<file path="config.mk">
export PLATFORM = sky130hd
export DESIGN_NAME = i2c_bit_timer
export DESIGN_NICKNAME = d
export VERILOG_FILES = /design/src/rtl/mpu_pkg.sv /design/src/rtl/i2c_bit_timer.sv
export SDC_FILE = /design/constraint.sdc
export NUM_CORES = 1
export LEC_CHECK = 0
export ABC_AREA = 1
export ABC_CLOCK_PERIOD_IN_PS = 1300
export BUFFER_PORTS_ARGS = -buffer_cell sky130_fd_sc_hd__buf_2
export CAP_MARGIN = 40
export CORE_AREA = 2 2 39 41
export CTS_CLUSTER_SIZE = 25
export DETAILED_ROUTE_END_ITERATION = 7
export DIE_AREA = 0 0 41 43
export SLEW_MARGIN = 40
export SYNTH_ARGS = -nofsm -noshare
export SYNTH_HDL_FRONTEND = slang
export SYNTH_SLANG_ARGS = --single-unit
</file>
<file path="constraint.sdc">
create_clock -name COUNT -period 1.3 [get_ports COUNT]
set_input_delay 0.13 -clock COUNT [delete_from_list [all_inputs] [get_ports COUNT]]
set_output_delay 0.13 -clock COUNT [all_outputs]
set_load 0.1 [all_outputs]
</file>
<file path="src/rtl/mpu_pkg.sv">
package mpu_pkg;

    // --------------------------------------------------------------------------
    // Bus timing and device constants
    // --------------------------------------------------------------------------
    localparam int         QUARTER_DIV  = 8;        // COUNT cycles per quarter bit
    localparam logic [6:0] MPU_ADDR     = 7'h68;    // AD0 tied low
    localparam logic [7:0] PWR_MGMT_1   = 8'h6B;
    localparam logic [7:0] GYRO_XOUT_H  = 8'h43;
    localparam logic [7:0] ACCEL_XOUT_H = 8'h3B;
    localparam int         NUM_AXES     = 6;        // Gyro xyz then accel xyz

    // --------------------------------------------------------------------------
    // Shared types
    // --------------------------------------------------------------------------
    typedef enum logic [1:0] {
        OP_START,
        OP_STOP,
        OP_WRITE,
        OP_READ
    } i2c_op_e;

    typedef struct packed {
        i2c_op_e    op;
        logic [7:0] wdata;
        logic       nack;    // Ack level after a read byte, 1 releases SDA
    } i2c_cmd_t;

    // Where a received byte lands in the assembler
    typedef struct packed {
        logic [2:0] axis;
        logic       low;
    } axis_sel_t;

    typedef struct packed {
        logic [15:0] x;
        logic [15:0] y;
        logic [15:0] z;
    } imu_vec_t;

endpackage
</file>
<file path="src/rtl/i2c_bit_timer.sv">
module i2c_bit_timer
    import mpu_pkg::*;
(
    input  logic       COUNT,
    input  logic       resetn,
    input  logic       run,
    output logic       tick,
    output logic [1:0] phase
);

    localparam int DIV_W = $clog2(QUARTER_DIV);

    logic [DIV_W-1:0] div_cnt;

    // Last cycle of each quarter bit
    assign tick = run && (div_cnt == DIV_W'(QUARTER_DIV - 1));

    always_ff @(posedge COUNT) begin
        if (!resetn) begin
            div_cnt <= '0;
            phase   <= 2'd0;
        end else if (!run) begin
            // Held at the start of a bit until the sequencer runs
            div_cnt <= '0;
            phase   <= 2'd0;
        end else if (tick) begin
            div_cnt <= '0;
            phase   <= phase + 2'd1;    // Wraps after phase 3
        end else begin
            div_cnt <= div_cnt + 1'b1;
        end
    end

endmodule

</file>
* After elaboration in Yosys (flattened, before gate mapping)
Cells that the tools add are included.
** Storage, ports and cells
- Logic and storage cells :: 10
- Bits of input ports :: 3
- Output and inout port bits :: 3
- Register bits after elaboration :: 5
** Operators by class
- Equality and inequality tests :: 1
- Reductions and logical operators :: 3
- Bitwise operators :: 2
- $add $sub $neg :: 2
** Operators by type and width (count)
- 3-bit by 1-bit adder with 3-bit output, second input constant :: 1
- 3-bit equality test, second input constant :: 1
- 3-bit OR reduction :: 1
- 2-bit by 1-bit adder with 2-bit output, second input constant :: 1
- 1-bit inverter :: 2
- 2-bit AND reduction :: 1
- 1-bit logical AND :: 1

* Logic depth before layout (Yosys ltp)
- Depth after elaboration :: 3
- Depth in mapped cells :: 6
- Gate-level depth less buffers :: 6

* Least setup slack after synthesis
OpenSTA, ideal clock, no wires.
- Path kind :: reg-to-reg
- Start point :: reg phase[0]
- End point :: reg phase[1]
- Path slack :: -0.120 ns
- Buffers on the path :: 0
- Setup time :: 0.064 ns
- Required time :: 1.236 ns
- Clock period less this slack :: 1.420 ns
- Arrival :: 1.356 ns
- Cell stages (with the launch flop) :: 5
- Cells stage by stage :: dfxtp_1 nand3_1 nand2_1 nand2_1 nor2_1
** On the way
- Longest elaborated chain between the ends :: 1
** Ends and longest elaborated chain
- from (decl) :: line i2c_bit_timer.sv:8 : output logic [1:0] phase
- from (signal assigned) :: line i2c_bit_timer.sv:28 : phase <= phase + 2'd1;
- 2-bit by 1-bit adder with 2-bit output :: line i2c_bit_timer.sv:28
No other way between the ends.
A chain may end at the register's enable or synchronous reset.

* Worst setup path in the final report
- Start point :: reg div_cnt[0]
- End point :: out tick
** On the way
- Longest elaborated chain between the ends :: 2
** Ends and longest elaborated chain
- from (decl) :: line i2c_bit_timer.sv:13 : logic [DIV_W-1:0] div_cnt;
- from (signal assigned) :: line i2c_bit_timer.sv:30 : div_cnt <= div_cnt + 1'b1;
- 3-bit equality test :: line i2c_bit_timer.sv:16 : assign tick = run && (div_cnt == DIV_W'(QUARTER_DIV - 1));
- 1-bit logical AND :: line i2c_bit_timer.sv:16
- to (decl) :: line i2c_bit_timer.sv:7 : output logic tick,
No other way between the ends.

==> qor.log <==
[floorplanning] starting utilization of the core area 14.6%
[clock_network] clock net sink count 5
[worst_setup_path] Top delay family on crit path flip-flops
[finish] final core utilization 24.3%
[outcome] status finished with violations
[drt] Pre-Repair DR Iteration Count 2
[clock_network] clock latency reported for the late side of the worst-skew pair 0.25 ns
[worst_setup_path] startpoint class of the critical path register
[logic_synthesis] number of standard cells after synthesis 26
[sta] final critical path time including I/O delays and setup 1.33 ns
[worst_setup_path] Worst Path Max Fanout 3
[sta] period utilisation layout 103%
[power_and_ir_drop] static power due to leakage 0.148 nW
[floorplanning] floorplan die area 1760 um^2
[placed_design] number of buffer cells added on primary ports 5
[drt] WL/cell 7.50 um
[grt] global route total overflow 0
[logic_synthesis] cell with the most instances after synthesis sky130_fd_sc_hd__nand2_1
[clock_network] Clk Tree Root Cell sky130_fd_sc_hd__clkbuf_4
[sta] Worst slew margin 68.0%
[sta] Setup WS post-layout -0.0343 ns
[clock_network] CTS buffer count 3
[logic_synthesis] biggest area contributors in the synthesized netlist sky130_fd_sc_hd__dfxtp_1 (50%), sky130_fd_sc_hd__ha_1 (12%), sky130_fd_sc_hd__nand2_1 (11%)
[logic_synthesis] Mapped Nets 31
[logic_synthesis] most common library cells after synthesis sky130_fd_sc_hd__nand2_1 (6), sky130_fd_sc_hd__dfxtp_1 (5), sky130_fd_sc_hd__inv_1 (5), sky130_fd_sc_hd__nor2_1 (5)
[worst_setup_path] critical path class reg2out
[clock_network] CTS H-Tree Depth 1
[drt] Total Wirelength 390 um
[drt] Vias per Instance 3.58
[outcome] violations in the final reports negative setup slack
[grt] maximum number of pins on one net before global-route repair 6
[worst_setup_path] setup slack of the worst register-to-register path 0.19 ns
[placed_design] DPL Wire Length 266 um
[floorplanning] row count 14
[worst_setup_path] sequence of cells on the critical path ha_4 -> ha_4 -> nand2_4 -> clkinvlp_4 -> buf_12
[logic_synthesis] Distinct cells, synth 7
[clock_network] clock tree from TritonCTS yes
[power_and_ir_drop] ratio of total power to cell area 1060 nW/um^2
[clock_network] hold_buf cts 0
[finish] Final Instance Count excl. Fillers 52
[grt] GRT Resource Usage Total 6.83%
[drt] iteration-0 DRC count of the detailed router 3
[sta] slew at the pin closest to its max-slew limit 0.484 ns
[logic_synthesis] register bit count reported by yosys 5
[logic_synthesis] FFs w/ async S/R, synth 0%
[worst_setup_path] worst path buffer plus inverter count 2
[hold_path] min-delay worst type in2reg
[finish] net total in the final layout 42
[logic_synthesis] Post-Syn Area 201 um^2
[placed_design] last weighted congestion value of the routability-driven placer 0.540
[logic_synthesis] synthesis warning total 0
[worst_setup_path] Data arrival, critical path 1.20 ns
[grt] number of antenna violations at the first check in global routing 0
[sta] final setup violating endpoints 1
[logic_synthesis] sequential area share after synthesis 49.7%
[floorplanning] area of the core 1380 um^2
[grt] number of global-route vias before repair 182
[logic_synthesis] Post-synth EDFFs 0
[clock_network] Clk pin slew, worst setup/hold paths 0.05 ns
[logic_synthesis] area fraction of the dominant cell type after synthesis 49.7%
[sta] FMAX 0.749 GHz
[clock_network] largest buffer count on any clock path 2
[floorplanning] vertical extent of the die 43 um
[grt] first-pass GRT wire length 662 um
[placed_design] placed cells 47
[finish] Synth-to-Final Area Change 67.1%
[drt] antenna viol nets, final 0
[worst_setup_path] most used cell along the critical path sky130_fd_sc_hd__ha_4
[worst_setup_path] delay of the slowest critical-path stage 0.32 ns
[run] max-cap violations 0
[worst_setup_path] crit path max-delay cell type sky130_fd_sc_hd__dfxtp_2
[drt] total via count in the routed design 186
[sta] RSZ-0062 raised after global routing true
[sta] Setup Skew 0.00805 ns
[logic_synthesis] leading area contributor after synthesis sky130_fd_sc_hd__dfxtp_1
[floorplanning] boundary pin count 6
[drt] DRC violations left 0
[power_and_ir_drop] Max rail drop VDD 435 uV
[sta] Slew Limit Fails 0
[sta] final-report hold violation count 0
[floorplanning] horizontal die dimension 41 um
[finish] number of antenna cells inserted 0
[worst_setup_path] WP data required 1.17 ns
[sta] setup tns final -0.0343 ns
[finish] fraction of layout instances using a drive strength above 1 47.2%
[worst_setup_path] nature of the critical path endpoint output port
[logic_synthesis] top flip-flop cell by instance count after synthesis sky130_fd_sc_hd__dfxtp_1
[logic_synthesis] synthesized area per cell 7.75 um^2
[power_and_ir_drop] Overall Power 0.000357 W
report_power, final:
| group | internal [W] | total (W) | switching [W] |
|---|---|---|---|
| combinational | 0.00000623 | 0.0000145 | 0.00000824 |
| clock | 0.000116 | 0.000182 | 0.0000660 |
| sequential | 0.000157 | 0.000160 | 0.00000269 |
| total | 0.000280 | 0.000357 | 0.0000769 |
worst min-delay path, delay by kind of cell:
family / cells / cell delay [ns]
AND/OR/NAND/NOR: 2 / 0.13
buffers and inverters: 1 / 0.10
stage by stage:
step           hold WS, ns  setup slack [ns]  instance area, um^2
6_report             0.146           -0.0343                  337
5_1_grt              0.152           -0.0894                  337
4_1_cts              0.144           -0.0533                  337
3_5_place_dp         0.409             0.102                  273
3_3_place_gp         0.405             0.124                  273
2_1_floorplan        0.264           0.00383                  213
logic make-up (layout without fill, tap and decap cells):
family	count (synthesis)	in the layout	synth area share (%)
adder cells (fa/ha/maj)	2	2	12.4
flip-flops	5	5	49.7
buffers and inverters	5	15	9.32
AND/OR/NAND/NOR	14	14	28.6
layout by cell type (no fill, tap or decap), drive strengths merged:
master,n
buf,6
clkbuf,4
clkinvlp,1
dfxtp,5
ha,2
inv,4
nand2,6
nand3,2
nand4,1
nor2,5
state kept, by name, indices dropped and copies added, names as in the netlist:
name / cells
phase: 2
div_cnt: 3
layer usage:
| metal | up-vias | global-route usage (%) | wire, um |
|---|---|---|---|
| met3 | 0 | 7.85 | 42 |
| met1 | 80 | 5.16 | 165 |
| met5 | - | 0 | 0 |
| met4 | 0 | 6.00 | 0 |
| li1 | 99 | - | - |
| met2 | 7 | 8.75 | 182 |
what timing repair did:
action	4_1_cts	5_1_grt
setup endpoints to repair	1	1
gates resized for setup	6	0
pin swaps	3	1
buffers inserted	1	0
worst paths after layout:
check	startpoint	to	cells past startpoint
worst max-delay path	div_cnt[0]	tick	5
worst max register to register	div_cnt[0]	phase[1]	7
worst min-delay path	resetn	phase[0]	3
worst min register to register	div_cnt[0]	div_cnt[0]	1
cell type report:
| type | count | area (um^2) |
|---|---|---|
| fillers | 154 | 1050 |
| well taps | 16 | 20.0 |
| inverters | 5 | 22.5 |
| clock buffers | 4 | 26.3 |
| multi-input cells | 16 | 115 |
| repair buffers | 6 | 47.5 |
| flip-flops and latches | 5 | 105 |
No activity file was read; power rests on OpenSTA's default activity.
