===== config.mk =====
export PLATFORM = sky130hd
export DESIGN_NAME = mpu_sequencer
export DESIGN_NICKNAME = d
export VERILOG_FILES = /design/src/rtl/mpu_pkg.sv /design/src/rtl/mpu_sequencer.sv
export SDC_FILE = /design/constraint.sdc
export NUM_CORES = 1
export LEC_CHECK = 0
export ABC_AREA = 1
export BUFFER_PORTS_ARGS = -buffer_cell sky130_fd_sc_hd__buf_2
export CAP_MARGIN = 20
export CORE_MARGIN = 2
export CORE_UTILIZATION = 25
export DETAILED_ROUTE_END_ITERATION = 8
export SETUP_SLACK_MARGIN = 0.5
export SKIP_LAST_GASP = 1
export SYNTH_ARGS = -nofsm -noshare
export SYNTH_HDL_FRONTEND = slang
export SYNTH_SLANG_ARGS = --single-unit
export TNS_END_PERCENT = 1

===== constraint.sdc =====
create_clock -name COUNT -period 3.6 [get_ports COUNT]
set_clock_uncertainty 0.1 [all_clocks]
set_input_delay 0.36 -clock COUNT [delete_from_list [all_inputs] [get_ports COUNT]]
set_output_delay 0.36 -clock COUNT [all_outputs]
set_load 0.01 [all_outputs]

===== src/rtl/mpu_pkg.sv =====
package mpu_pkg;

    // --------------------------------------------------------------------------
    // Bus timing and device constants
    // --------------------------------------------------------------------------
    localparam int         QUARTER_DIV  = 8;        // COUNT cycles per quarter bit
    localparam logic [6:0] MPU_ADDR     = 7'h68;    // AD0 tied low
    localparam logic [7:0] PWR_MGMT_1   = 8'h6B;
    localparam logic [7:0] GYRO_XOUT_H  = 8'h43;
    localparam logic [7:0] ACCEL_XOUT_H = 8'h3B;
    localparam int         NUM_AXES     = 6;        // Gyro xyz then accel xyz

    // --------------------------------------------------------------------------
    // Shared types
    // --------------------------------------------------------------------------
    typedef enum logic [1:0] {
        OP_START,
        OP_STOP,
        OP_WRITE,
        OP_READ
    } i2c_op_e;

    typedef struct packed {
        i2c_op_e    op;
        logic [7:0] wdata;
        logic       nack;    // Ack level after a read byte, 1 releases SDA
    } i2c_cmd_t;

    // Where a received byte lands in the assembler
    typedef struct packed {
        logic [2:0] axis;
        logic       low;
    } axis_sel_t;

    typedef struct packed {
        logic [15:0] x;
        logic [15:0] y;
        logic [15:0] z;
    } imu_vec_t;

endpackage

===== src/rtl/mpu_sequencer.sv =====
module mpu_sequencer
    import mpu_pkg::*;
(
    input  logic       COUNT,
    input  logic       resetn,
    input  logic       en,
    input  logic       busy,
    input  logic       done,
    input  logic [7:0] rx_byte,
    output logic       run,
    output i2c_cmd_t   cmd,
    output logic       cmd_valid,
    output logic       byte_valid,
    output axis_sel_t  sel,
    output logic [7:0] assembled_byte
);

    typedef enum logic [1:0] {
        S_IDLE,
        S_WAKE,
        S_READ
    } state_e;

    state_e     state;
    logic [2:0] step;        // Operation index within a transfer
    logic [3:0] reg_idx;     // Byte index in the sweep, 0..11
    logic       waiting;     // Command issued, done not yet seen
    logic [7:0] reg_addr;
    logic       op_last;
    logic       read_step;
    axis_sel_t  cur_sel;
    i2c_cmd_t   next_cmd;

    // First half of the sweep is the gyro block
    assign reg_addr = (reg_idx < 4'(NUM_AXES)) ? GYRO_XOUT_H + 8'(reg_idx)
                                                : ACCEL_XOUT_H + 8'(reg_idx) - 8'(NUM_AXES);

    assign op_last   = (state == S_WAKE) ? (step == 3'd4) : (step == 3'd6);
    assign read_step = (state == S_READ) && (step == 3'd5);

    assign cur_sel.axis = reg_idx[3:1];
    assign cur_sel.low  = reg_idx[0];

    // --------------------------------------------------------------------------
    // Operation table
    // --------------------------------------------------------------------------
    always_comb begin
        next_cmd = '{op: OP_STOP, wdata: 8'h00, nack: 1'b1};
        if (state == S_WAKE) begin
            case (step)
                3'd0: next_cmd.op = OP_START;
                3'd1: next_cmd = '{op: OP_WRITE, wdata: {MPU_ADDR, 1'b0}, nack: 1'b1};
                3'd2: next_cmd = '{op: OP_WRITE, wdata: PWR_MGMT_1, nack: 1'b1};
                3'd3: next_cmd = '{op: OP_WRITE, wdata: 8'h00, nack: 1'b1};    // Clear SLEEP
                default: ;
            endcase
        end else begin
            case (step)
                3'd0,
                3'd3: next_cmd.op = OP_START;    // Second one is the repeated start
                3'd1: next_cmd = '{op: OP_WRITE, wdata: {MPU_ADDR, 1'b0}, nack: 1'b1};
                3'd2: next_cmd = '{op: OP_WRITE, wdata: reg_addr, nack: 1'b1};
                3'd4: next_cmd = '{op: OP_WRITE, wdata: {MPU_ADDR, 1'b1}, nack: 1'b1};
                3'd5: next_cmd.op = OP_READ;     // Single byte, so NACK
                default: ;
            endcase
        end
    end

    // --------------------------------------------------------------------------
    // Sequencing
    // --------------------------------------------------------------------------
    always_ff @(posedge COUNT) begin
        if (!resetn) begin
            state      <= S_IDLE;
            step       <= 3'd0;
            reg_idx    <= 4'd0;
            waiting    <= 1'b0;
            run        <= 1'b0;
            cmd_valid  <= 1'b0;
            byte_valid <= 1'b0;
        end else begin
            cmd_valid  <= 1'b0;
            byte_valid <= 1'b0;
            if (state == S_IDLE) begin
                if (en) begin
                    state <= S_WAKE;    // Latched until reset
                    run   <= 1'b1;
                end
            end else if (!waiting && !busy) begin
                cmd_valid <= 1'b1;
                waiting   <= 1'b1;
            end else if (waiting && done) begin
                waiting    <= 1'b0;
                byte_valid <= read_step;
                if (!op_last) begin
                    step <= step + 3'd1;
                end else begin
                    step <= 3'd0;
                    if (state == S_WAKE) begin
                        state <= S_READ;
                    end else if (reg_idx == 4'(2 * NUM_AXES - 1)) begin
                        reg_idx <= 4'd0;    // Sweep complete, start over
                    end else begin
                        reg_idx <= reg_idx + 4'd1;
                    end
                end
            end
        end
    end

    always_ff @(posedge COUNT) begin
        if (!waiting && !busy) begin
            cmd <= next_cmd;
        end
        if (done) begin
            assembled_byte <= rx_byte;
            sel            <= cur_sel;
        end
    end

endmodule


# After elaboration in Yosys (flattened, before gate mapping)
# Index checks and enable logic that the tools add are counted.
# op_classes
add_sub_neg	5
n_lt_le_gt_ge	1
n_eq_ne	11
muxes	18
bitwise_logic	5
reduce_logical	21
# ops
cell	count
one-hot mux 9 bit (3 select lines)	1
one-hot mux 9 bit (2 select lines)	1
2-to-1 mux 2 bit	6
2-to-1 mux 11 bit	1
AND reduction 5 bit	2
equality test 3 bit (second input constant)	3
adder 7 x 4 -> 8 bit (first input constant)	1
2-to-1 mux 8 bit	1
nonzero test 2 bit	4
subtractor 7 x 3 -> 8 bit (second input constant)	1
adder 6 x 4 -> 7 bit (first input constant)	1
equality test 3 x 2 -> 1 bit (second input constant)	2
one-hot mux 2 bit (3 select lines)	1
OR reduction 3 bit	2
inverter 1 bit	5
adder 4 x 1 -> 4 bit (second input constant)	1
equality test 4 bit (second input constant)	1
less-than comparator 4 x 3 -> 1 bit (second input constant)	1
2-to-1 mux 1 bit	4
2-to-1 mux 4 bit	1
inequality test 2 bit (second input constant)	2
one-hot mux 2 bit (2 select lines)	1
AND reduction 2 bit	2
OR reduction 2 bit	2
11 further kinds	14
# totals
reg_bits	36
input_bits	13
out_inout_bits	26
elab_cells	74

# Logic depth before layout (Yosys ltp)
# depth
word_depth	6
mapped_depth	10
ltp_nobuf	10

# Worst setup path after synthesis
# OpenSTA, ideal clock, no wires.
# synth_path
kind	register to register
start	register step[0]
end	register cmd[10] (netlist name), data pin
setup_ns	0.270
t_arrival_ns	1.107
required_ns	3.230
path_slack_ns	2.123
stages_incl_launch_ff	7
n_path_buf	0
synth_period_minus_slack_ns	1.477
cell_sequence	dfxtp_1 inv_1 ha_1 nand2_1 inv_1 o21ai_0 o211ai_1
# synth_lines
element	line	text
from (decl)	mpu_sequencer.sv:25	logic [2:0] step;
from (signal assigned)	mpu_sequencer.sv:97	step <= step + 3'd1;
to (signal assigned)	mpu_sequencer.sv:114	cmd <= next_cmd;
to (decl)	mpu_sequencer.sv:11	output i2c_cmd_t cmd,

==> metrics.csv <==
stage,metric,value,unit
placement,postPlaceCellArea,1809,sq um
sta,grt_setup_unrepaired,false,
power,switching_share,21.94,%
synthesis,yosysSeqAreaShare,59.89,%
power,leakagePower,0.8594,nW
global_route,grt_pass1_wl,4.602,mm
clock_tree,post_cts_buffers,0,
min_path,hold_class,in2reg,
floorplanning,die_height,82.43,um
sta,whs,145.4,ps
sta,final.setup.tns,0,ps
power,p_int,0.6202,mW
power,seq_power_share,56.9,%
detailed_routing,totalWireLength,2.859,mm
power,clkPwrFrac,35.9,%
clock_tree,post_cts_resized,0,
layout,nets,215,
layout,fillers,624,
synthesis,ys_types,28,
detailed_routing,drc,0,
placement,gp_congestion,0.8084,
floorplanning,die_w,82.43,um
detailed_routing,final_antenna_net_count,0,
flow_run,drv_cap,0,
floorplanning,num_rows,28,
clock_tree,cts_hold_buf,0,
layout,layout_common_cells,"37 x buf_2, 33 x nand2_1, 22 x edfxtp_1",
sta,tightest_slew,899.8,ps
setup_path,crit_path_start,step[0],
placement,io_buffers,37,
clock_tree,cts.sinks,35,
placement,detailed_place_hpwl,2.194,mm
clock_tree,worstSkewPairLatency,290,ps
global_route,antenna_found_initial,0,
sta,fmax,0.6079,GHz
setup_path,r2r_start,step[0],
sta,maxSlewHeadroom,39.79,%
sta,period_minus_slack,1645,ps
clock_tree,cts_tree,yes,
layout,final_cells,271,
min_path,hold_path_startpoint,rx_byte[0],
detailed_routing,first_pass_iters,4,
outcome,status,"complete, no violations",
setup_path,critPathMaxFanout,7,
detailed_routing,via_per_inst,4.210,
clock_tree,clockBufferDepth,2,
layout,syn_to_final_growth,23.76,%
clock_tree,htreeDepth,2,
synthesis,syn_avg_cell_area,10.12,sq um
floorplanning,die-area,6794,sq um
layout,mostFrequentLayoutCell,buf_2,
power,fin_total_pwr,0.7946,mW
placement,place_ws,1909,ps
synthesis,ys_ff_latch,35,
clock_tree,clk_transition_reported_paths,70,ps
sta,finalMaxSlewViolations,0,
synthesis,synth_top_cell_by_area,edfxtp_1,
clock_tree,cts_made_buffers,5,
global_route,grt_usage,9.172,%
power,p_comb_share,7.3,%
synthesis,syn_inst,152,
synthesis,synth_nets,172,
sta,finalWorstSetupSlack,1955,ps
setup_path,worstSetupPathType,reg2reg,
global_route,grt_start_max_net_pins,14,
synthesis,syn_area,1538,sq um
layout,final_cell_area,1903,sq um
setup_path,start_kind,flop,
floorplanning,io_pins,39,
setup_path,required,3520,ps
detailed_routing,drt_iter0_markers,41,
synthesis,synth_top_area_share,42.96,%
detailed_routing,wl_per_cell,10.55,um
synthesis,synth_area_leaders,"edfxtp_1 43%, dfxtp_1 17%, nand2_1 8.1%, ha_1 5.7%, inv_1 3.7%",
global_route,grt_pass1_vias,1061,
global_route,grt_overflow,0,
sta,timing.final.hold_violations,0,
detailed_routing,num_vias,1141,
power,power_switching,0.1743,mW
floorplanning,fp.coreArea,5921,sq um
sta,period_share,45.69,%
setup_path,setup.worst_path.end_class,flop,
layout,antenna_cells,0,
layout,drive_above_1_share,28.57,%
power,vdd_ir_drop_max,0.0001204,V
placement,dp_cells,263,
layout,utilization,32.14,%
clock_tree,clockRootBuffer,clkbuf_8,
synthesis,yosys_warnings,0,
sta,setup_viol,0,
setup_path,crit_arrival,1570,ps
power,powerDensity,417.5,nW/um^2
floorplanning,start_util,25.97,%
[metal layers]
layer,track usage [%],part of all wire [%],vias to the layer above
met3,3.478,8.1,6
met4,5.500,2.7,0
met5,0,0,-
li1,-,-,598
met2,15.32,45,32
met1,9.796,44,505
[area by class of cell]
class / count / area (sq um) / share of cell area (%)
Clock buffer: 6 / 82.58 / 4.339
Clock inverter: 2 / 11.26 / 0.5917
Inverter: 17 / 63.81 / 3.353
Multi-Input combinational cell: 99 / 545.5 / 28.67
Sequential cell: 35 / 920.9 / 48.39
Tap cell: 75 / 93.84 / 4.931
Timing Repair Buffer: 37 / 185.2 / 9.730
[power groups by stage]
stage,sequential [mW],clock (mW),combinational [mW]
2_1_floorplan,0.471,0,0.0193
3_3_place_gp,0.461,0,0.0581
3_5_place_dp,0.461,0,0.0592
4_1_cts,0.452,0.299,0.0594
5_1_grt,0.453,0.312,0.0645
6_report,0.452,0.285,0.0578
[synth_stat cells (all sizes together)]
cell type,number
a21oi,9
a31o,1
a31oi,1
and3,1
buf,1
conb,1
dfxtp,13
edfxtp,22
ha,7
inv,17
nand2,37
nand3,7
nand4,2
nor2,13
nor4,1
o211ai,2
o21a,1
o21ai,13
o21bai,1
or2,1
xor2,1
[registers in the layout, summed over array words and instances (netlist names)]
name	count
state	2
cmd	10
run	1
sel	4
step	3
cur_sel	4
cmd_valid	1
waiting	1
byte_valid	1
assembled_byte	8
[kinds of logic (layout without fill, tap and decap cells)]
logic type	Yosys count	count (layout)	share of synthesized area (%)
AOI/OAI and AO/OA	28	28	10.33
adders and majority gates	7	7	5.695
DFF	35	35	59.89
and+or+nand+nor	62	62	18.63
xor gates and xnor gates	1	1	0.5697
other	1	1	0.2439
buffers and inverters	18	62	4.638
[path summary, 6_finish.rpt]
kind / end / slack [ps] / depth (start not counted)
worst max-delay path: cmd[7] / 1960 / 6
worst min-delay path: assembled_byte[0] / 150 / 1
worst max register to register: cmd[7] / 1960 / 6
worst min register to register: run / 350 / 2
[worst max-delay path, stage by stage (launching register included)]
cell and delay [ps]:
dfxtp_1 400, inv_1 100, ha_1 210, nand2_1 110
inv_1 110, o21ai_0 230, o21ai_0 120
Power figures use the tool's default switching activity.
