## src/rtl/mpu_pkg.sv

```systemverilog
package mpu_pkg;

    // --------------------------------------------------------------------------
    // Bus timing and device constants
    // --------------------------------------------------------------------------
    localparam int         QUARTER_DIV  = 8;        // COUNT cycles per quarter bit
    localparam logic [6:0] MPU_ADDR     = 7'h68;    // AD0 tied low
    localparam logic [7:0] PWR_MGMT_1   = 8'h6B;
    localparam logic [7:0] GYRO_XOUT_H  = 8'h43;
    localparam logic [7:0] ACCEL_XOUT_H = 8'h3B;
    localparam int         NUM_AXES     = 6;        // Gyro xyz then accel xyz

    // --------------------------------------------------------------------------
    // Shared types
    // --------------------------------------------------------------------------
    typedef enum logic [1:0] {
        OP_START,
        OP_STOP,
        OP_WRITE,
        OP_READ
    } i2c_op_e;

    typedef struct packed {
        i2c_op_e    op;
        logic [7:0] wdata;
        logic       nack;    // Ack level after a read byte, 1 releases SDA
    } i2c_cmd_t;

    // Where a received byte lands in the assembler
    typedef struct packed {
        logic [2:0] axis;
        logic       low;
    } axis_sel_t;

    typedef struct packed {
        logic [15:0] x;
        logic [15:0] y;
        logic [15:0] z;
    } imu_vec_t;

endpackage
```

## src/rtl/i2c_byte_engine.sv

```systemverilog
module i2c_byte_engine
    import mpu_pkg::*;
(
    input  logic       COUNT,
    input  logic       resetn,
    input  logic       tick,
    input  logic [1:0] phase,
    input  i2c_cmd_t   cmd,
    input  logic       cmd_valid,
    input  logic       sda_in,
    output logic       busy,
    output logic       done,
    output logic [7:0] rx_byte,
    output logic       scl_low,
    output logic       sda_low
);

    i2c_cmd_t   cmd_q;
    logic       active;      // Operation has reached a bit boundary
    logic [3:0] bit_cnt;     // 0..7 data, 8 acknowledge
    logic [7:0] shift_q;
    logic       ack_bit;
    logic       last_bit;

    // SDA level for the bit about to start
    function automatic logic drive_low(i2c_op_e op, logic [3:0] bit_idx,
                                       logic data_bit, logic nack);
        logic low;
        case (op)
            OP_START: low = 1'b0;                                   // Falls in phase 3
            OP_STOP:  low = 1'b1;                                   // Rises in phase 3
            OP_WRITE: low = (bit_idx == 4'd8) ? 1'b0 : !data_bit;   // Slave acks
            default:  low = (bit_idx == 4'd8) ? !nack : 1'b0;
        endcase
        return low;
    endfunction

    assign ack_bit  = (bit_cnt == 4'd8);
    assign last_bit = (cmd_q.op == OP_START || cmd_q.op == OP_STOP) ? 1'b1 : ack_bit;

    // --------------------------------------------------------------------------
    // Control and line shaping
    // tick with phase p ends quarter p, so outputs set here hold for p+1
    // --------------------------------------------------------------------------
    always_ff @(posedge COUNT) begin
        if (!resetn) begin
            busy    <= 1'b0;
            active  <= 1'b0;
            done    <= 1'b0;
            bit_cnt <= 4'd0;
            scl_low <= 1'b0;
            sda_low <= 1'b0;
        end else begin
            done <= 1'b0;
            if (!busy) begin
                busy <= cmd_valid;
            end else if (tick) begin
                if (!active) begin
                    // Wait for the next bit boundary before the first bit
                    if (phase == 2'd3) begin
                        active  <= 1'b1;
                        bit_cnt <= 4'd0;
                        scl_low <= 1'b1;
                        sda_low <= drive_low(cmd_q.op, 4'd0, shift_q[7], cmd_q.nack);
                    end
                end else begin
                    case (phase)
                        2'd1: scl_low <= 1'b0;    // SCL high for phases 2 and 3
                        2'd2: begin
                            if (cmd_q.op == OP_START) begin
                                sda_low <= 1'b1;
                            end else if (cmd_q.op == OP_STOP) begin
                                sda_low <= 1'b0;
                            end
                        end
                        2'd3: begin
                            if (last_bit) begin
                                busy    <= 1'b0;
                                active  <= 1'b0;
                                done    <= 1'b1;
                                scl_low <= (cmd_q.op != OP_STOP);    // Bus held between ops
                            end else begin
                                bit_cnt <= bit_cnt + 4'd1;
                                scl_low <= 1'b1;
                                sda_low <= drive_low(cmd_q.op, bit_cnt + 4'd1, shift_q[6],
                                                     cmd_q.nack);
                            end
                        end
                        default: ;
                    endcase
                end
            end
        end
    end

    // --------------------------------------------------------------------------
    // Data path
    // --------------------------------------------------------------------------
    always_ff @(posedge COUNT) begin
        if (!busy && cmd_valid) begin
            cmd_q   <= cmd;
            shift_q <= cmd.wdata;
        end else if (busy && active && tick) begin
            if (phase == 2'd1 && cmd_q.op == OP_READ && !ack_bit) begin
                shift_q <= {shift_q[6:0], sda_in};    // Sample as SCL is released
            end else if (phase == 2'd3 && cmd_q.op == OP_WRITE) begin
                shift_q <= {shift_q[6:0], 1'b0};
            end
            if (phase == 2'd3 && last_bit && cmd_q.op == OP_READ) begin
                rx_byte <= shift_q;
            end
        end
    end

endmodule

```

## config.mk

```make
export PLATFORM = sky130hd
export DESIGN_NAME = i2c_byte_engine
export DESIGN_NICKNAME = d
export VERILOG_FILES = /design/src/rtl/mpu_pkg.sv /design/src/rtl/i2c_byte_engine.sv
export SDC_FILE = /design/constraint.sdc
export NUM_CORES = 1
export LEC_CHECK = 0
export ABC_AREA = 1
export BUFFER_PORTS_ARGS = -buffer_cell sky130_fd_sc_hd__buf_4
export CAP_MARGIN = 40
export CORE_MARGIN = 2
export CORE_UTILIZATION = 56
export DETAILED_ROUTE_END_ITERATION = 8
export PLACE_DENSITY = 0.85
export REMOVE_ABC_BUFFERS = 1
export SLEW_MARGIN = 20
export SYNTH_ARGS = -nofsm -noshare
export SYNTH_HDL_FRONTEND = slang
export SYNTH_SLANG_ARGS = --single-unit
```

## constraint.sdc

```tcl
create_clock -name COUNT -period 3.5 [get_ports COUNT]
set_input_delay 0.525 -clock COUNT [delete_from_list [all_inputs] [get_ports COUNT]]
set_output_delay 0.525 -clock COUNT [all_outputs]
set_load 0.02 [all_outputs]
```

# --- After elaboration in Yosys (flattened, before gate mapping) ---
# Index checks and enable logic that the tools add are counted.
# W data, S select, Z words.
totals:
  regBits: 28
  latch_bits: 0
  ram_bits: 0
  romBits: 0
  output_inout_bits: 12
  memories: 0
classes:
  add_sub_neg: 1
  mul: 0
  n_div: 0
  magnitude_cmp: 0
  n_eq_ne: 12
  n_shift: 0
  muxes: 31
  bitwise_logic: 1
  n_reduce_logical: 27
ops:
  columns: ["op", "n"]
  rows:
  - ["$mux W8", 4]
  - ["$mux W1", 19]
  - ["$mux W4", 4]
  - ["$eq A2 B2 Y1 const B", 4]
  - ["$eq A4 B4 Y1 const B", 2]
  - ["$logic_and A1 B1 Y1", 8]
  - ["$reduce_and A4 Y1", 2]
  - ["$reduce_bool A2 Y1", 4]
  - ["$pmux W1 S2", 3]
  - ["$reduce_and A6 Y1", 1]
  - ["$logic_not A1 Y1", 5]
  - ["$reduce_and A5 Y1", 1]
  - ["$add A4 B1 Y4 const B", 1]
  - ["$eq A2 B1 Y1 const B", 2]
  - ["$ne A4 B4 Y1 const B", 1]
  - ["$reduce_and A2 Y1", 2]
  - ["$ne A3 B3 Y1 const B", 1]
  - ["$pmux W1 S3", 1]
  - ["$reduce_and A3 Y1", 1]
  - ["$reduce_bool A3 Y1", 1]
  - ["$logic_not A2 Y1", 1]
  - ["$ne A2 B1 Y1 const B", 1]
  - ["$ne A2 B2 Y1 const B", 1]
  - ["$logic_or A1 B1 Y1", 1]
  - ["$not A1 Y1", 1]

# --- Logic depth before layout (Yosys ltp) ---
logic_depth:
  depth_word: 8
  depth_mapped: 10

# --- Least setup slack after synthesis ---
# OpenSTA, ideal clock, no wires.
synth_timing:
  path_type: "reg2reg"
  from: "register cmd_q[10] (netlist name)"
  to: "register rx_byte[0], enable pin"
  setup_ps: 371
  t_arrival_ps: 1401
  t_required_ps: 3129
  path_slack_ps: 1728
  stages_incl_launch_ff: 7
  cell_sequence: "edfxtp_1 inv_1 ha_1 nor2_1 o21ai_2 nand4_1 nor2_1"
synth_via:
  elab_chain_cells: 6
  elab_cells_between_ends: 8
  cone_classes: "2 x eq/ne; 1 x mux; 5 x reduce/logical"
synth_lines:
  columns: ["element", "line", "rtl"]
  rows:
  - ["start, declared", "i2c_byte_engine.sv:18", "i2c_cmd_t cmd_q;"]
  - ["start signal, assigned", "i2c_byte_engine.sv:101", "cmd_q <= cmd;"]
  - ["$eq A2 B1 Y1 / $logic_not A2 Y1 (equally long branches)", "i2c_byte_engine.sv:39", "assign last_bit = (cmd_q.op == OP_START || cmd_q.op == OP_STOP) ? 1'b1 : ack_bit;"]
  - ["$logic_or A1 B1 Y1", "i2c_byte_engine.sv:39", null]
  - ["$mux W1", "i2c_byte_engine.sv:39", null]
  - ["$logic_and A1 B1 Y1", "i2c_byte_engine.sv:109", "if (phase == 2'd3 && last_bit && cmd_q.op == OP_READ) begin"]
  - ["$logic_and A1 B1 Y1 *", "i2c_byte_engine.sv:109", null]
  - ["$reduce_and A3 Y1 (no source line) *", null, null]
  - ["end signal, assigned", "i2c_byte_engine.sv:110", "rx_byte <= shift_q;"]
  - ["end, declared", "i2c_byte_engine.sv:13", "output logic [7:0] rx_byte,"]
# Every way passes the cells marked *; elsewhere a longest branch is shown, timed or not.
# A chain may end at the register's enable or synchronous reset.

# --- Final worst setup path ---
# Ends and elaborated chain as after synthesis.

==> results.txt <==
number of hold buffers added after cts: 0
dominant cells by area after synthesis: edfxtp_1, dfxtp_1, nand2_1
via/cell ratio: 5.37
Internal: 0.439 mW
Fin Hold WS: 0.377 ns
wirelength, routed: 2.76 mm
slowest stage delay, CP: 0.59 ns
# resized after CTS: 0
GRT overflow: 0
Initial Utilization: 59.8%
Clock Sinks: 28
largest net degree at the start of global routing: 16
PortBufs: 29
CP endpoint kind: flop
Post-CTS Setup Repair Bufs: 0
Area Overhead vs Synth: 20.3%
H-tree Lvls: 1
switch share: 23.6%
WP data required: 3.47 ns
share of cells above drive strength 1: 25.3%
Worst EP arrival: 2.14 ns
Final Setup Violations: 0
Final WS setup: 1.33 ns
clk_lat worst skew: 0.32 ns
Filler Cell Count: 166
Mapped Avg Cell Area: 9.68 sq um
crit-path max FO: 8
die area: 0.00279 sq mm
CP startpoint kind: flop
sequential fraction of the synthesis area: 56.2%
CTS tree: built
drt drc: 0
initial antenna violation count: 0
setup TNS: 0 ns
Inst Count DP: 194
sequential share of power: 65.5%
worst slack at placement: 1.39 ns
cell family with most CP delay: simple AND/OR/NAND/NOR gates
Post-Synthesis Cells: 138
vias in the first global route: 1051
unrepaired setup endpoints after global routing: false
worst min path class: input pin to flop
Clk pwr share: 23.5%
clock root buffer: clkbuf_4
worst path bufs/invs: 1
status: completed
FF+latch count, synth: 28
via count: 1064
Comb pwr share: 11.1%
Pwr Total: 0.575 mW
Antenna diodes: 0
Clock Skew: 0.00638 ns
Synth warnings: 0
Netlist cell types: 22
CORE AREA: 0.00223 sq mm
Detailed Routing Iterations Pass 1: 4
final std cells w/o fill: 198
max_cap viols: 0
Synth area leader: edfxtp_1
Rows: 17
DRT iter0 DRCs: 27
Die Y: 52.9 microns
Tightest Pin Transition: 0.665 ns
post-synth top area share: 42.7%
mapped cell area: 0.00134 sq mm
global-route wire length before repair: 4.50 mm
peak supply drop: 0.000313 V
routed len/inst: 13.9 microns
Slowest cell on crit path: nor2_1
DP HPWL: 2.10 mm
Die X: 52.9 microns
final hold vios: 0
switching power: 0.136 mW
crit-path cells: inv_1, ha_1, nor2_1, o21ai_2, nand4_1, nor2_1
clock buffer depth: 2
Tcrit/Tclk final: 62.0%
pwr dens: 358 mW/mm^2
Num CTS Buffers: 3
CP most frequent cell: nor2_1
Tmin final: 2.17 ns
routability cong.: 0.862
P_leak: 0.717 nW
Antenna Nets Post-Route: 0
Slew Viols, Final: 0
Slew headroom: 55.5%
Global Route Usage Sum: 22.4%
Final nets: 196
I/O Pins: 30
Worst Path Class, Setup: flop to flop
Fmax: 0.460 GHz
Worst-path clk slew: 0.14 ns
## placed cells by master (no fill, tap or decap)
master	instances
a211oi_1	4
a21oi_1	6
a21oi_2	1
a21oi_4	1
a311oi_1	1
buf_4	29
clkbuf_1	1
clkbuf_4	3
dfxtp_1	9
edfxtp_1	19
ha_1	7
inv_1	17
inv_2	1
nand2_1	34
nand2_2	5
nand3_1	8
nand4_1	4
nor2_1	12
nor2_2	2
nor4_1	1
o211a_1	1
o211ai_1	2
o21a_1	1
o21ai_2	1
## cell usage after synthesis, drive strengths merged
| library cell | count |
|---|---|
| nand4 | 4 |
| o21ai | 1 |
| edfxtp | 19 |
| dfxtp | 9 |
| nor2 | 14 |
| ha | 7 |
| nor4 | 1 |
| inv | 18 |
| o211a | 1 |
| a21oi | 8 |
| o211ai | 2 |
| clkbuf | 1 |
| a211oi | 4 |
| nand2 | 39 |
| a311oi | 1 |
| nand3 | 8 |
| o21a | 1 |
## state kept, by name, summed over array words and instances (netlist names), 3 cells and up
signal and count:
bit_cnt 4, cmd_q 3, rx_byte 8, shift_q 8
## area by class of cell
cell class                 count  area [sq um]  area share (%)
clock buffer                   4          26.3            1.63
inverter                      18          67.6            4.20
multi-input combinational     91           510            31.8
sequential                    28           751            46.7
tap                           28          35.0            2.18
timing repair buffer          29           218            13.5
## stage by stage
step,instance area [sq um],util [%]
6_report,1610,72.0
5_1_grt,1610,72.0
4_1_cts,1610,72.0
3_5_place_dp,1580,70.8
3_3_place_gp,1580,70.8
2_1_floorplan,1330,-
## routing by layer
| metal | vias up | wire length, microns | track usage [%] |
|---|---|---|---|
| met2 | 49 | 1400 | 38.3 |
| met1 | 473 | 1120 | 27.1 |
| li1 | 532 | - | - |
| met3 | 10 | 171 | 4.24 |
| met5 | - | 0 | 0 |
| met4 | 0 | 65 | 10.7 |
## worst paths after layout
path | slack [ns] | cells after the start | from | endpoint
worst min register to register | 0.48 | 0 | shift_q[5] | rx_byte[5]
worst max register to register | 1.33 | 6 | cmd_q[10] | rx_byte[0]
worst max-delay path | 1.33 | 6 | cmd_q[10] | rx_byte[0]
worst min-delay path | 0.38 | 1 | cmd[0] | cmd_q[0]
## cells by family (layout without fill, tap and decap cells)
family	Yosys count	after routing	share of synthesized area, %
compound gates	18	18	10.1
fa+ha+maj	7	7	6.55
buf+inv	19	51	5.62
flops	28	28	56.2
simple gates	66	66	21.5
## power groups by stage
stage	logic, mW	registers [mW]	clock network [mW]
floorplan	0.0348	0.382	0
global placement	0.0601	0.383	0
detailed placement	0.0632	0.384	0
CTS	0.0637	0.377	0.137
global route	0.0715	0.378	0.153
finish	0.0636	0.377	0.135
Note: power is estimated with default switching activity, not from simulation.
