### src/rtl/mpu_pkg.sv
package mpu_pkg;

    // --------------------------------------------------------------------------
    // Bus timing and device constants
    // --------------------------------------------------------------------------
    localparam int         QUARTER_DIV  = 8;        // COUNT cycles per quarter bit
    localparam logic [6:0] MPU_ADDR     = 7'h68;    // AD0 tied low
    localparam logic [7:0] PWR_MGMT_1   = 8'h6B;
    localparam logic [7:0] GYRO_XOUT_H  = 8'h43;
    localparam logic [7:0] ACCEL_XOUT_H = 8'h3B;
    localparam int         NUM_AXES     = 6;        // Gyro xyz then accel xyz

    // --------------------------------------------------------------------------
    // Shared types
    // --------------------------------------------------------------------------
    typedef enum logic [1:0] {
        OP_START,
        OP_STOP,
        OP_WRITE,
        OP_READ
    } i2c_op_e;

    typedef struct packed {
        i2c_op_e    op;
        logic [7:0] wdata;
        logic       nack;    // Ack level after a read byte, 1 releases SDA
    } i2c_cmd_t;

    // Where a received byte lands in the assembler
    typedef struct packed {
        logic [2:0] axis;
        logic       low;
    } axis_sel_t;

    typedef struct packed {
        logic [15:0] x;
        logic [15:0] y;
        logic [15:0] z;
    } imu_vec_t;

endpackage
### src/rtl/sample_assembler.sv
module sample_assembler
    import mpu_pkg::*;
(
    input  logic       COUNT,
    input  logic       resetn,
    input  logic       byte_valid,
    input  logic [7:0] assembled_byte,
    input  axis_sel_t  sel,
    output imu_vec_t   gyro,
    output imu_vec_t   accel,
    output logic       frame_done
);

    logic [7:0]  high_q;    // Staged high byte
    logic [15:0] word;

    assign word = {high_q, assembled_byte};

    always_ff @(posedge COUNT) begin
        if (byte_valid && !sel.low) begin
            high_q <= assembled_byte;
        end
    end

    always_ff @(posedge COUNT) begin
        if (!resetn) begin
            gyro       <= '0;
            accel      <= '0;
            frame_done <= 1'b0;
        end else begin
            // Last axis closes the sweep
            frame_done <= byte_valid && sel.low && (sel.axis == 3'(NUM_AXES - 1));
            if (byte_valid && sel.low) begin
                case (sel.axis)
                    3'd0: gyro.x  <= word;
                    3'd1: gyro.y  <= word;
                    3'd2: gyro.z  <= word;
                    3'd3: accel.x <= word;
                    3'd4: accel.y <= word;
                    3'd5: accel.z <= word;
                    default: ;
                endcase
            end
        end
    end

endmodule

### config.mk
export PLATFORM = sky130hd
export DESIGN_NAME = sample_assembler
export DESIGN_NICKNAME = d
export VERILOG_FILES = /design/src/rtl/mpu_pkg.sv /design/src/rtl/sample_assembler.sv
export SDC_FILE = /design/constraint.sdc
export NUM_CORES = 1
export LEC_CHECK = 0
export BUFFER_PORTS_ARGS = -buffer_cell sky130_fd_sc_hd__buf_2
export CORE_MARGIN = 4
export CORE_UTILIZATION = 50
export CTS_CLUSTER_SIZE = 8
export DETAILED_ROUTE_END_ITERATION = 8
export HOLD_SLACK_MARGIN = 0.15
export PLACE_DENSITY_LB_ADDON = 0.15
export SLEW_MARGIN = 5
export SYNTH_ARGS = -nofsm -noshare
export SYNTH_HDL_FRONTEND = slang
export SYNTH_SLANG_ARGS = --single-unit
### constraint.sdc
create_clock -name COUNT -period 1.49 [get_ports COUNT]
set_input_delay 0.3725 -clock COUNT [delete_from_list [all_inputs] [get_ports COUNT]]
set_output_delay 0.3725 -clock COUNT [all_outputs]
set_load 0.02 [all_outputs]
### Yosys cells after proc, flatten, opt, wreduce, memory -nomap -nowiden

Cells that the tools add are included.
W data, S select, Z words.

| storage, ports and cells | value |
|---|---|
| RAM bits | 0 |
| bits in read-only memories | 0 |
| latch bits | 0 |
| bits in registers | 105 |
| output and inout port bits | 97 |
| memories kept | 0 |
| logic and storage cells | 24 |
| bits of input ports | 15 |

| cells by class | value |
|---|---|
| $add $sub $neg | 0 |
| magnitude comparators | 0 |
| divide/modulo/power cells | 0 |
| reduce and logical (&&, ||, !) cells | 11 |
| muxes and demuxes | 0 |
| bitwise logic cells | 0 |
| equal/unequal tests | 5 |
| shift operators | 0 |
| multiply operators | 0 |

Operator list:

| cell | number |
|---|---|
| $reduce_and A2 Y1 | 6 |
| $eq A3 B2 Y1 const B | 2 |
| $eq A3 B3 Y1 const B | 2 |
| $eq A3 B1 Y1 const B | 1 |
| $logic_and A1 B1 Y1 | 3 |
| $logic_not A3 Y1 | 1 |
| $logic_not A1 Y1 | 1 |

### Longest topological paths before layout

Gate-level depths: netlist of the first run.

| logic depth | value |
|---|---|
| word-level depth | 2 |
| gate-level depth with buffers | 5 |

### Least setup slack after synthesis of the first run

No wires, ideal clock.

| timing | value |
|---|---|
| path kind | input port to flip-flop |
| start | input sel[2] (netlist bit) |
| end | register gyro[21] (netlist bit) |
| stages | 4 |
| setup time | 0.072 ns |
| path slack | 0.135 ns |
| arrival | 1.283 ns |
| data required time | 1.418 ns |
| cells stage by stage | nand2b_1 -> nor3_4 -> buf_6 -> mux2i_1 |

| on the way | value |
|---|---|
| cells in the longest elaborated chain, start to end | 2 |

Ends and longest elaborated chain:

| item | line | source |
|---|---|---|
| from (decl) | sample_assembler.sv:8 | `input axis_sel_t sel,` |
| $eq A3 B1 Y1 | sample_assembler.sv:34 | `case (sel.axis)` |
| $reduce_and A2 Y1 (no line) | n/a |  |
| to (decl) | sample_assembler.sv:9 | `output imu_vec_t gyro,` |

Every way passes these cells.
A chain may end at the register's enable or synchronous reset.

### Worst setup path after layout of the first run

| timing | value |
|---|---|
| start | register accel[34] (netlist bit) |
| end | output accel[34] (netlist bit) |

RTL lines:

| item | line | source |
|---|---|---|
| from (decl) | sample_assembler.sv:10 | `output imu_vec_t accel,` |

No word-level cell between the ends.

==> results of run 1 <==
## path summary, 6_finish.rpt
path | end | slack, ps
worst max-delay path | accel[34] | 210
worst min-delay path | high_q[5]$_DFFE_PP_ | 210
worst max register to register | gyro[10]$_SDFFE_PN0P_ | 580
worst min register to register | accel[7]$_SDFFE_PN0P_ | 460
## sequential cells by signal (all words and copies together), names as in the netlist
| name | flops |
|---|---|
| accel | 48 |
| gyro | 48 |
| high_q | 8 |
| frame_done | 1 |
## layout by cell type, fill, tap and decap left out, drive strengths merged
master,instances
dfxtp,97
inv,2
and2,1
buf,124
nor2b,1
nor2,2
or3,1
nand2b,1
nand2,114
nand3,2
edfxtp,8
nor3,1
clkbuf,13
mux2i,96
and3b,2
## area by class of cell
class                   count  area [um^2]  share of cell area, %
well taps                  99          124                   2.63
clock buffers              13          191                   4.06
flip-flops and latches    105         2180                   46.3
repair buffers            124          718                   15.2
multi-input cells         221         1490                   31.5
clock inverters             2         15.0                  0.318
## cell families (layout without fill, tap and decap cells)
family                 after synthesis  count (layout)  synth area share [%]
flip-flops                         105             105                  57.3
multiplexers                        96              96                  25.2
AND/OR/NAND/NOR                    125             125                  13.8
buffers and inverters               21             139                  3.62
## power groups by stage
stage | logic [mW] | clock network, mW | registers, mW
final | 0.324 | 1.78 | 2.91
after floorplan | 0.151 | 0 | 3.02
after CTS | 0.327 | 1.80 | 2.91
after detailed placement | 0.326 | 0 | 2.97
after global routing | 0.349 | 1.95 | 2.91
after global placement | 0.323 | 0 | 2.97
## metal layers
metal	GRT usage [%]	up-vias
li1	-	1375
met1	28.2	1338
met2	32.6	89
met3	4.26	9
met4	7.21	0
met5	0	-
## metrics by stage
step | std cells | utilization (%) | setup slack [ps] | hold slack [ps]
finish | 564 | 64.3 | 210 | 206
CTS | 564 | 64.3 | 203 | 192
global placement | 549 | 61.5 | 75.0 | 441
floorplan | 347 | - | 135 | 471
detailed placement | 549 | 61.5 | 30.8 | 443
global route | 564 | 64.3 | 168 | 187
==> summary.md, run 1 <==
| Metric | Value |
|---|---|
| Status | `finished clean` |
| Top FF cell, synth | `dfxtp_1` |
| Number of buffers inserted by hold repair at cts | `0` |
| CP Launch Point | `accel[34]$_SDFFE_PN0P_` |
| Antenna viol nets, final | `0` |
| Mapped Cells | `347` |
| Area Overhead vs Synth | `23.9%` |
| Max-slew violation count | `0` |
| Flops & latches, synth | `105` |
| Area share of the largest cell type after synthesis | `51.0%` |
| Number of cells on the critical path | `1` |
| Leak | `2.36 nW` |
| Chip width | `about 95 um` |
| Critical path type | `reg2out` |
| Critical path cell sequence | `buf_2` |
| RR Startpoint | `high_q[2]$_DFFE_PP_` |
| Iteration-0 DRC Markers | `130` |
| Post-synth EDFFs | `8` |
| Row count | `31` |
| Routed WL | `9070 um` |
| DRT met1 WL | `4150 um` |
| Initial antenna violation count | `0` |
| Number of buffers created by CTS | `9` |
| DP HPWL | `6360 um` |
| Share of layout cells above drive strength 1 | `31.0%` |
| Slowest cell on crit path | `dfxtp_1` |
| DR vias/cell | `4.98` |
| H-tree Lvls | `3` |
| PD cells | `1060 nW/um^2` |
| First-pass GRT wire length | `14000 um` |
| DIE HEIGHT | `95.3 um` |
| # diodes | `0` |
| Slew HR | `76.6%` |
| Startpoint types | `flop` |
| Clk sinks | `between 100 and 150` |
| Post-CTS Setup Inserts | `0` |
| Vias in the first global route | `2693` |
| Unrepaired setup endpoints after global routing | `false` |
| Final setup TNS | `0 ps` |
| Gpl congestion | `0.782` |
| Yosys warns | `0` |
| Finish-stage setup viols | `0` |
| Peak Freq | `781 MHz` |
| NetSw | `approximately 1.2 mW` |
| Initial Util | `51.9%` |
| CTS tree | `built` |
| Post-synthesis sequential area ratio | `57.3%` |
| Crit. End Element | `output port` |
| Post_cts resized | `0` |
| CP max stage delay | `370 ps` |
| Syn Nets | `362` |
| Maximum clock insertion buffer count | `2` |
| IO Pins | `112` |
| Critical Path AT | `between 900 and 1000 ps` |
| Asr flop ratio synth | `0%` |
| Via count | `2811` |
| Routed met2 length | `4270 um` |
| Residual DRC count | `0` |
| Layout fillers | `604` |
| Post-DP Area | `roughly 4500 um^2` |
| Clock transition at the registers of the reported paths | `100 ps` |
| Final Cycle Share | `85.9%` |
| Endpoints failing hold | `0` |
| Largest net degree at the start of global routing | `29` |
| Synth cell count leaders | `nand2_1 (113), dfxtp_1 (97), mux2i_1 (96)` |
| Comb pwr share | `6.5%` |
| First-pass DRT Iterations | `4` |
| Worst Skew | `10.7 ps` |
| Sequential share of power | `approximately 58%` |
| Post-synthesis cell type count | `21` |
| Final instance area | `4720 um^2` |
| CP max FO | `2` |
| Top delay family on crit path | `flip-flops` |
| Synth area leaders | `dfxtp_1 (51%), mux2i_1 (25%), nand2_1 (11%)` |
| Final net count | `around 480` |
| Clock Latency Late Sink | `around 360 ps` |
| Most numerous cell in the Yosys netlist | `nand2_1` |
| Total power | `5.02 mW` |
| Worst Hold Path Cells | `1` |
| WP buf/inv | `1` |
| DR WL met3 | `541 um` |
| Tot GR Track Use | `20.7%` |
| Mapped Area | `3810 um^2` |
| Cell internal pwr | `3.85 mW` |
| Syn_area_per_cell | `11.0 um^2` |
| Worst min-delay path category | `in2reg` |
| Clock period minus worst slack | `1280 ps` |
| Sw Ratio | `23.3%` |
| Worst vdd ir | `about 0.00048 V` |
| Reg2Reg Depth | `2` |
| Area leader, netlist | `dfxtp_1` |
| Die ar. | `9070 um^2` |
| Wire length per cell | `16.1 um` |
| Port Buffers | `111` |
| Gr ovfl total | `0` |
| Core area | `7330 um^2` |
| Clock Power Share | `35.5%` |
| Req. time, crit path | `1120 ps` |
| Top layer in use | `met4` |
| Root buf cell | `clkbuf_8` |
| Worst slew pin tran | `approximately 350 ps` |
| Hold_sp | `assembled_byte[5]` |
| Max_cap viols | `0` |
Power figures use the tool's default switching activity.
==> inputs of run 2 (changes only) <==
--- a/config.mk
+++ b/config.mk
@@ -11,7 +11,7 @@
 export CTS_CLUSTER_SIZE = 8
 export DETAILED_ROUTE_END_ITERATION = 8
 export HOLD_SLACK_MARGIN = 0.15
-export PLACE_DENSITY_LB_ADDON = 0.15
+export PLACE_DENSITY = 0.75
 export SLEW_MARGIN = 5
 export SYNTH_ARGS = -nofsm -noshare
 export SYNTH_HDL_FRONTEND = slang
==> run 2 against run 1 <==
Clock skew increased by 3.8 ps. Die area is the same. Sequential power hardly changed. Sequential share of layout area is 0.32 points higher. Cell count fell by 0.35%. Clock-buffer cell count up 1. Combinational power down 2%. Critical path type unchanged. Largest cell class unchanged.
==> summary.md, run 2 (same netlist as run 1, synthesis figures left out) <==
| Metric | Value |
|---|---|
| Worst slew pin tran | `344 ps` |
| Die ar. | `9070 um^2` |
| Unrepaired setup endpoints after global routing | `false` |
| Core area | `7330 um^2` |
| Via count | `roughly 2800` |
| Final setup TNS | `0 ps` |
| Vias in the first global route | `2683` |
| DR vias/cell | `between 4 and 5` |
| Finish-stage setup viols | `0` |
| # diodes | `0` |
| Routed WL | `9010 um` |
| Commonest non-fill, non-tap cell in the layout | `nand2_1` |
| Finished Core Util | `63.9%` |
| Critical path cell sequence | `buf_2` |
| Post_cts resized | `0` |
| WP buf/inv | `1` |
| IO Pins | `~110` |
| Wire length per cell | `16.0 um` |
| Sequential share of power | `59.6%` |
| Worst min-delay path category | `in2reg` |
| Clock transition at the registers of the reported paths | `100 ps` |
| Initial antenna violation count | `0` |
| Slew HR | `77.0%` |
| Row count | `31` |
| Number of buffers inserted by hold repair at cts | `0` |
| Area Overhead vs Synth | `23.1%` |
| Share of layout cells above drive strength 1 | `between 30 and 40%` |
| Final setup margin | `196 ps` |
| Max_cap viols | `0` |
| Post-DP Area | `4500 um^2` |
| Largest registers | `accel: 48 flops, gyro: 48 flops, high_q: 8 flops` |
| Antenna viol nets, final | `0` |
| CP max stage delay | `380 ps` |
| Top delay family on crit path | `flip-flops` |
| CTS tree | `built` |
| Peak Freq | `773 MHz` |
| DP HPWL | `6410 um` |
| Worst slack, placed | `34.9 ps` |
| Req. time, crit path | `1120 ps` |
| CP max FO | `2` |
| Critical path type | `reg2out` |
| Largest net degree at the start of global routing | `73` |
| Root buf cell | `clkbuf_8` |
| Leak | `around 2.3 nW` |
| Critical Path AT | `920 ps` |
| Sw Ratio | `about a quarter` |
| Iteration-0 DRC Markers | `112` |
| H-tree Lvls | `3` |
| Gpl congestion | `0.787` |
| Most frequent cells in the layout | `nand2_1 (113), buf_2 (110), dfxtp_1 (97), mux2i_1 (96), clkbuf_8 (12)` |
| Final Cycle Share | `86.8%` |
| Maximum clock insertion buffer count | `2` |
| Port Buffers | `111` |
| Startpoint types | `flop` |
| Gr ovfl total | `0` |
| Max-slew violation count | `0` |
| NetSw | `1.15 mW` |
| Comb pwr share | `6.5%` |
| Total power | `4.89 mW` |
| Final net count | `473` |
| Tot GR Track Use | `20.6%` |
| Layout fillers | `between 600 and 700` |
| Chip width | `95.3 um` |
| PD cells | `~1000 nW/um^2` |
| Worst vdd ir | `around 0.00048 V` |
| Status | `finished clean` |
| Initial Util | `between 50% and 60%` |
| First-pass DRT Iterations | `4` |
| Final instance area | `4680 um^2` |
| DIE HEIGHT | `95.3 um` |
| Number of buffers created by CTS | `9` |
| Clk sinks | `105` |
| Crit. End Element | `output port` |
| Worst Skew | `14.5 ps` |
| First-pass GRT wire length | `between 10000 and 15000 um` |
| Cell internal pwr | `3.74 mW` |
| Clock Power Share | `33.9%` |
| Clock period minus worst slack | `1290 ps` |
| Post-CTS Setup Inserts | `0` |
| Clock Latency Late Sink | `360 ps` |
| Slowest cell on crit path | `dfxtp_1` |
| Endpoints failing hold | `0` |
| Residual DRC count | `0` |
-- run 2: cell count changes in the layout (fill, tap and decap cells not counted) --
cell       previous run  this run
clkbuf_16             2         0
inv_6                 1         0
clkbuf_1              1         2
clkinv_2              0         1
buf_4                 9         5
buf_12                5         6
clkbuf_8             10        12
-- run 2: power by group through the flow --
stage / combinational, mW / sequential, mW / clock [mW]
after floorplan: 0.151 / 3.02 / 0
after global placement: 0.318 / 2.97 / 0
after detailed placement: 0.321 / 2.97 / 0
after CTS: 0.322 / 2.91 / 1.68
after global routing: 0.344 / 2.92 / 1.80
final: 0.318 / 2.91 / 1.66
-- run 2: path summary, 6_finish.rpt --
kind | start | to | slack, ps | depth (start not counted)
worst max-delay path | accel[21]$_SDFFE_PN0P_ | accel[21] | 200 | 1
worst min-delay path | assembled_byte[5] | high_q[5]$_DFFE_PP_ | 200 | 1
worst max register to register | high_q[6]$_DFFE_PP_ | gyro[14]$_SDFFE_PN0P_ | 590 | 2
worst min register to register | gyro[42]$_SDFFE_PN0P_ | gyro[42]$_SDFFE_PN0P_ | 460 | 2
-- run 2: per-layer routing --
metal  track usage (%)  up-vias  part of all wire, %
li1                  -     1369                    -
met1              27.1     1310                   44
met2              33.0       81                   48
met3              4.50        8                  6.3
met4              7.93        0                  1.0
met5                 0        -                    0
-- run 2: area by class of cell --
class / instances / area, um^2 / area share (%)
Sequential cell: 105 / 2180 / 46.6
Multi-Input combinational cell: 221 / 1490 / 31.7
Timing Repair Buffer: 121 / 708 / 15.1
Clock buffer: 14 / 173 / 3.69
Tap cell: 99 / 124 / 2.64
Clock inverter: 2 / 11.3 / 0.240
-- run 2: stage by stage --
step                      std cells  hold slack (ps)
after detailed placement        546              446
after global placement          546              441
after floorplan                 347              471
final                           562              202
after global routing            562              183
after CTS                       562              192
==> inputs of run 3 (changes only) <==
--- a/config.mk
+++ b/config.mk
@@ -7,11 +7,11 @@
 export LEC_CHECK = 0
 export BUFFER_PORTS_ARGS = -buffer_cell sky130_fd_sc_hd__buf_2
 export CORE_MARGIN = 4
-export CORE_UTILIZATION = 50
+export CORE_UTILIZATION = 30
 export CTS_CLUSTER_SIZE = 8
 export DETAILED_ROUTE_END_ITERATION = 8
 export HOLD_SLACK_MARGIN = 0.15
-export PLACE_DENSITY = 0.75
+export PLACE_DENSITY = 0.48
 export SLEW_MARGIN = 5
 export SYNTH_ARGS = -nofsm -noshare
 export SYNTH_HDL_FRONTEND = slang
==> run 3 against run 2 <==
Utilization down 24 points. Sequential power about the same. Via count down 0.11%. Design area up 4.6%. Register-to-register slack better by 20 ps. Clock-buffer cell count down 2. Cell count up 13%. Clock skew down 7.8 ps. Sequential share of layout area down 2.1 points. First-iteration DRC count down 3.6%. Global-route usage down 6.3 points. Largest cell class unchanged.
==> summary.md, run 3 (same netlist as run 1, synthesis figures left out) <==
| Metric | Value |
|---|---|
| Status | `finished clean` |
| CTS tree | `built` |
| Post-CTS Setup Inserts | `0` |
| R2R Path End | `accel[9]$_SDFFE_PN0P_` |
| CP max FO | `2` |
| Core area | `approximately 12000 um^2` |
| Share of layout cells above drive strength 1 | `31.1%` |
| WP buf/inv | `1` |
| NetSw | `1.28 mW` |
| Final Non-Filler Cells | `634` |
| Initial Util | `31.2%` |
| Largest registers | `accel: 48 flops, gyro: 48 flops, high_q: 8 flops` |
| Chip width | `121 um` |
| Number of buffers inserted by hold repair at cts | `0` |
| Slowest cell on crit path | `dfxtp_1` |
| Vias in the first global route | `approximately 2700` |
| Iteration-0 DRC Markers | `roughly 110` |
| RR Startpoint | `high_q[1]$_DFFE_PP_` |
| Row count | `40` |
| Peak Freq | `between 700 and 800 MHz` |
| Via count | `2765` |
| Placed insts | `618` |
| Hold EP | `high_q[3]$_DFFE_PP_` |
| Critical path cell sequence | `buf_2` |
| H-tree Lvls | `3` |
| Cell internal pwr | `4.27 mW` |
| Slew HR | `75.6%` |
| Final net count | `between 400 and 500` |
| Clock transition at the registers of the reported paths | `70 ps` |
| DR vias/cell | `about 4.4` |
| Hold_sp | `assembled_byte[3]` |
| DP HPWL | `7460 um` |
| Most frequent cells in the layout | `nand2_1 (113), buf_2 (110), dfxtp_1 (97), mux2i_1 (96), clkbuf_16 (10)` |
| Max-slew violation count | `0` |
| Layout fillers | `1247` |
| Sequential share of power | `52.4%` |
| Worst Skew | `6.73 ps` |
| Max_cap viols | `0` |
| Initial antenna violation count | `0` |
| Port Buffers | `111` |
| Worst slew pin tran | `between 300 and 400 ps` |
| Leak | `2.41 nW` |
| First-pass GRT wire length | `15700 um` |
| Gpl congestion | `0.720` |
| Residual DRC count | `0` |
| Clock Latency Late Sink | `340 ps` |
| Area Overhead vs Synth | `28.8%` |
| Gr ovfl total | `0` |
| Maximum clock insertion buffer count | `2` |
| Clock period minus worst slack | `1270 ps` |
| Crit. End Element | `output port` |
| Critical path type | `reg2out` |
| PD cells | `roughly 1100 nW/um^2` |
| First-pass DRT Iterations | `4` |
| Setup slack, reg-to-reg | `610 ps` |
| Final setup TNS | `0 ps` |
| Wire length per cell | `16.3 um` |
| Tot GR Track Use | `between 10% and 20%` |
| Startpoint types | `flop` |
| Number of buffers created by CTS | `9` |
| Worst Hold Path Cells | `1` |
| Root buf cell | `clkbuf_16` |
| Endpoints failing hold | `0` |
| Req. time, crit path | `1120 ps` |
| Critical Path AT | `900 ps` |
| Sw Ratio | `23.1%` |
| CP max stage delay | `370 ps` |
| DIE HEIGHT | `121 um` |
| Number of cells on the critical path | `1` |
| Die ar. | `14600 um^2` |
| Routed WL | `a little over 10000 um` |
| WHS | `218 ps` |
| Unrepaired setup endpoints after global routing | `false` |
| Clock Power Share | `between 40% and 50%` |
| Final Cycle Share | `a little under nine tenths` |
| Finish-stage setup viols | `0` |
| Reg2Reg Depth | `2` |
| Worst vdd ir | `0.000492 V` |
| Clk sinks | `about 110` |
| Largest net degree at the start of global routing | `27` |
| Top delay family on crit path | `flip-flops` |
| # diodes | `0` |
| Worst min-delay path category | `in2reg` |
| Post_cts resized | `0` |
| Commonest non-fill, non-tap cell in the layout | `nand2_1` |
| Antenna viol nets, final | `0` |
| Comb pwr share | `under 10%` |
| IO Pins | `112` |
[run 3: changes by cell type in the layout (fill, tap and decap cells not counted)]
cell | previous run | this run
inv_6 | 0 | 1
buf_4 | 5 | 8
clkbuf_16 | 0 | 10
clkinv_2 | 1 | 3
clkbuf_8 | 12 | 1
inv_4 | 1 | 0
clkbuf_1 | 2 | 1
[run 3: layer usage]
layer	global-route usage [%]	vias up	wire length (um)
met4	5.10	0	144
met5	0	-	0
met3	3.23	7	485
met1	18.4	1309	4710
li1	-	1380	-
met2	23.6	69	5000
[run 3: power groups by stage]
| stage | clock (mW) | combinational (mW) | sequential (mW) |
|---|---|---|---|
| 2_1_floorplan | 0 | 0.151 | 3.02 |
| 5_1_grt | 2.50 | 0.359 | 2.91 |
| 3_5_place_dp | 0 | 0.336 | 2.98 |
| 6_report | 2.31 | 0.329 | 2.91 |
| 4_1_cts | 2.38 | 0.337 | 2.91 |
| 3_3_place_gp | 0 | 0.335 | 2.98 |
[run 3: worst max path at each step]
stage                                     start                    end  slack, ps
after CTS                 gyro[10]$_SDFFE_PN0P_               gyro[10]        210
after floorplan                          sel[2]  gyro[21]$_SDFFE_PN0P_        140
final                     gyro[10]$_SDFFE_PN0P_               gyro[10]        220
after global routing      gyro[10]$_SDFFE_PN0P_               gyro[10]        180
after detailed placement                 sel[3]  gyro[10]$_SDFFE_PN0P_          4
after global placement                   sel[3]   gyro[7]$_SDFFE_PN0P_         70
[run 3: final cells by class]
type,count,area [um^2],share of cell area [%]
Clock buffer,12,268,5.46
Clock inverter,4,23.8,0.485
Multi-Input combinational cell,221,1490,30.3
Sequential cell,105,2180,44.5
Tap cell,168,210,4.29
Timing Repair Buffer,124,731,14.9
[run 3: per-stage QoR]
step           instance area, um^2  utilization, %  worst slack [ps]  power (mW)
3_5_place_dp                  4610            37.7              4.10        3.31
5_1_grt                       4900            40.1               176        5.77
3_3_place_gp                  4610            37.7              72.1        3.31
2_1_floorplan                 3810               -               135        3.17
6_report                      4900            40.1               220        5.55
4_1_cts                       4900            40.1               205        5.63
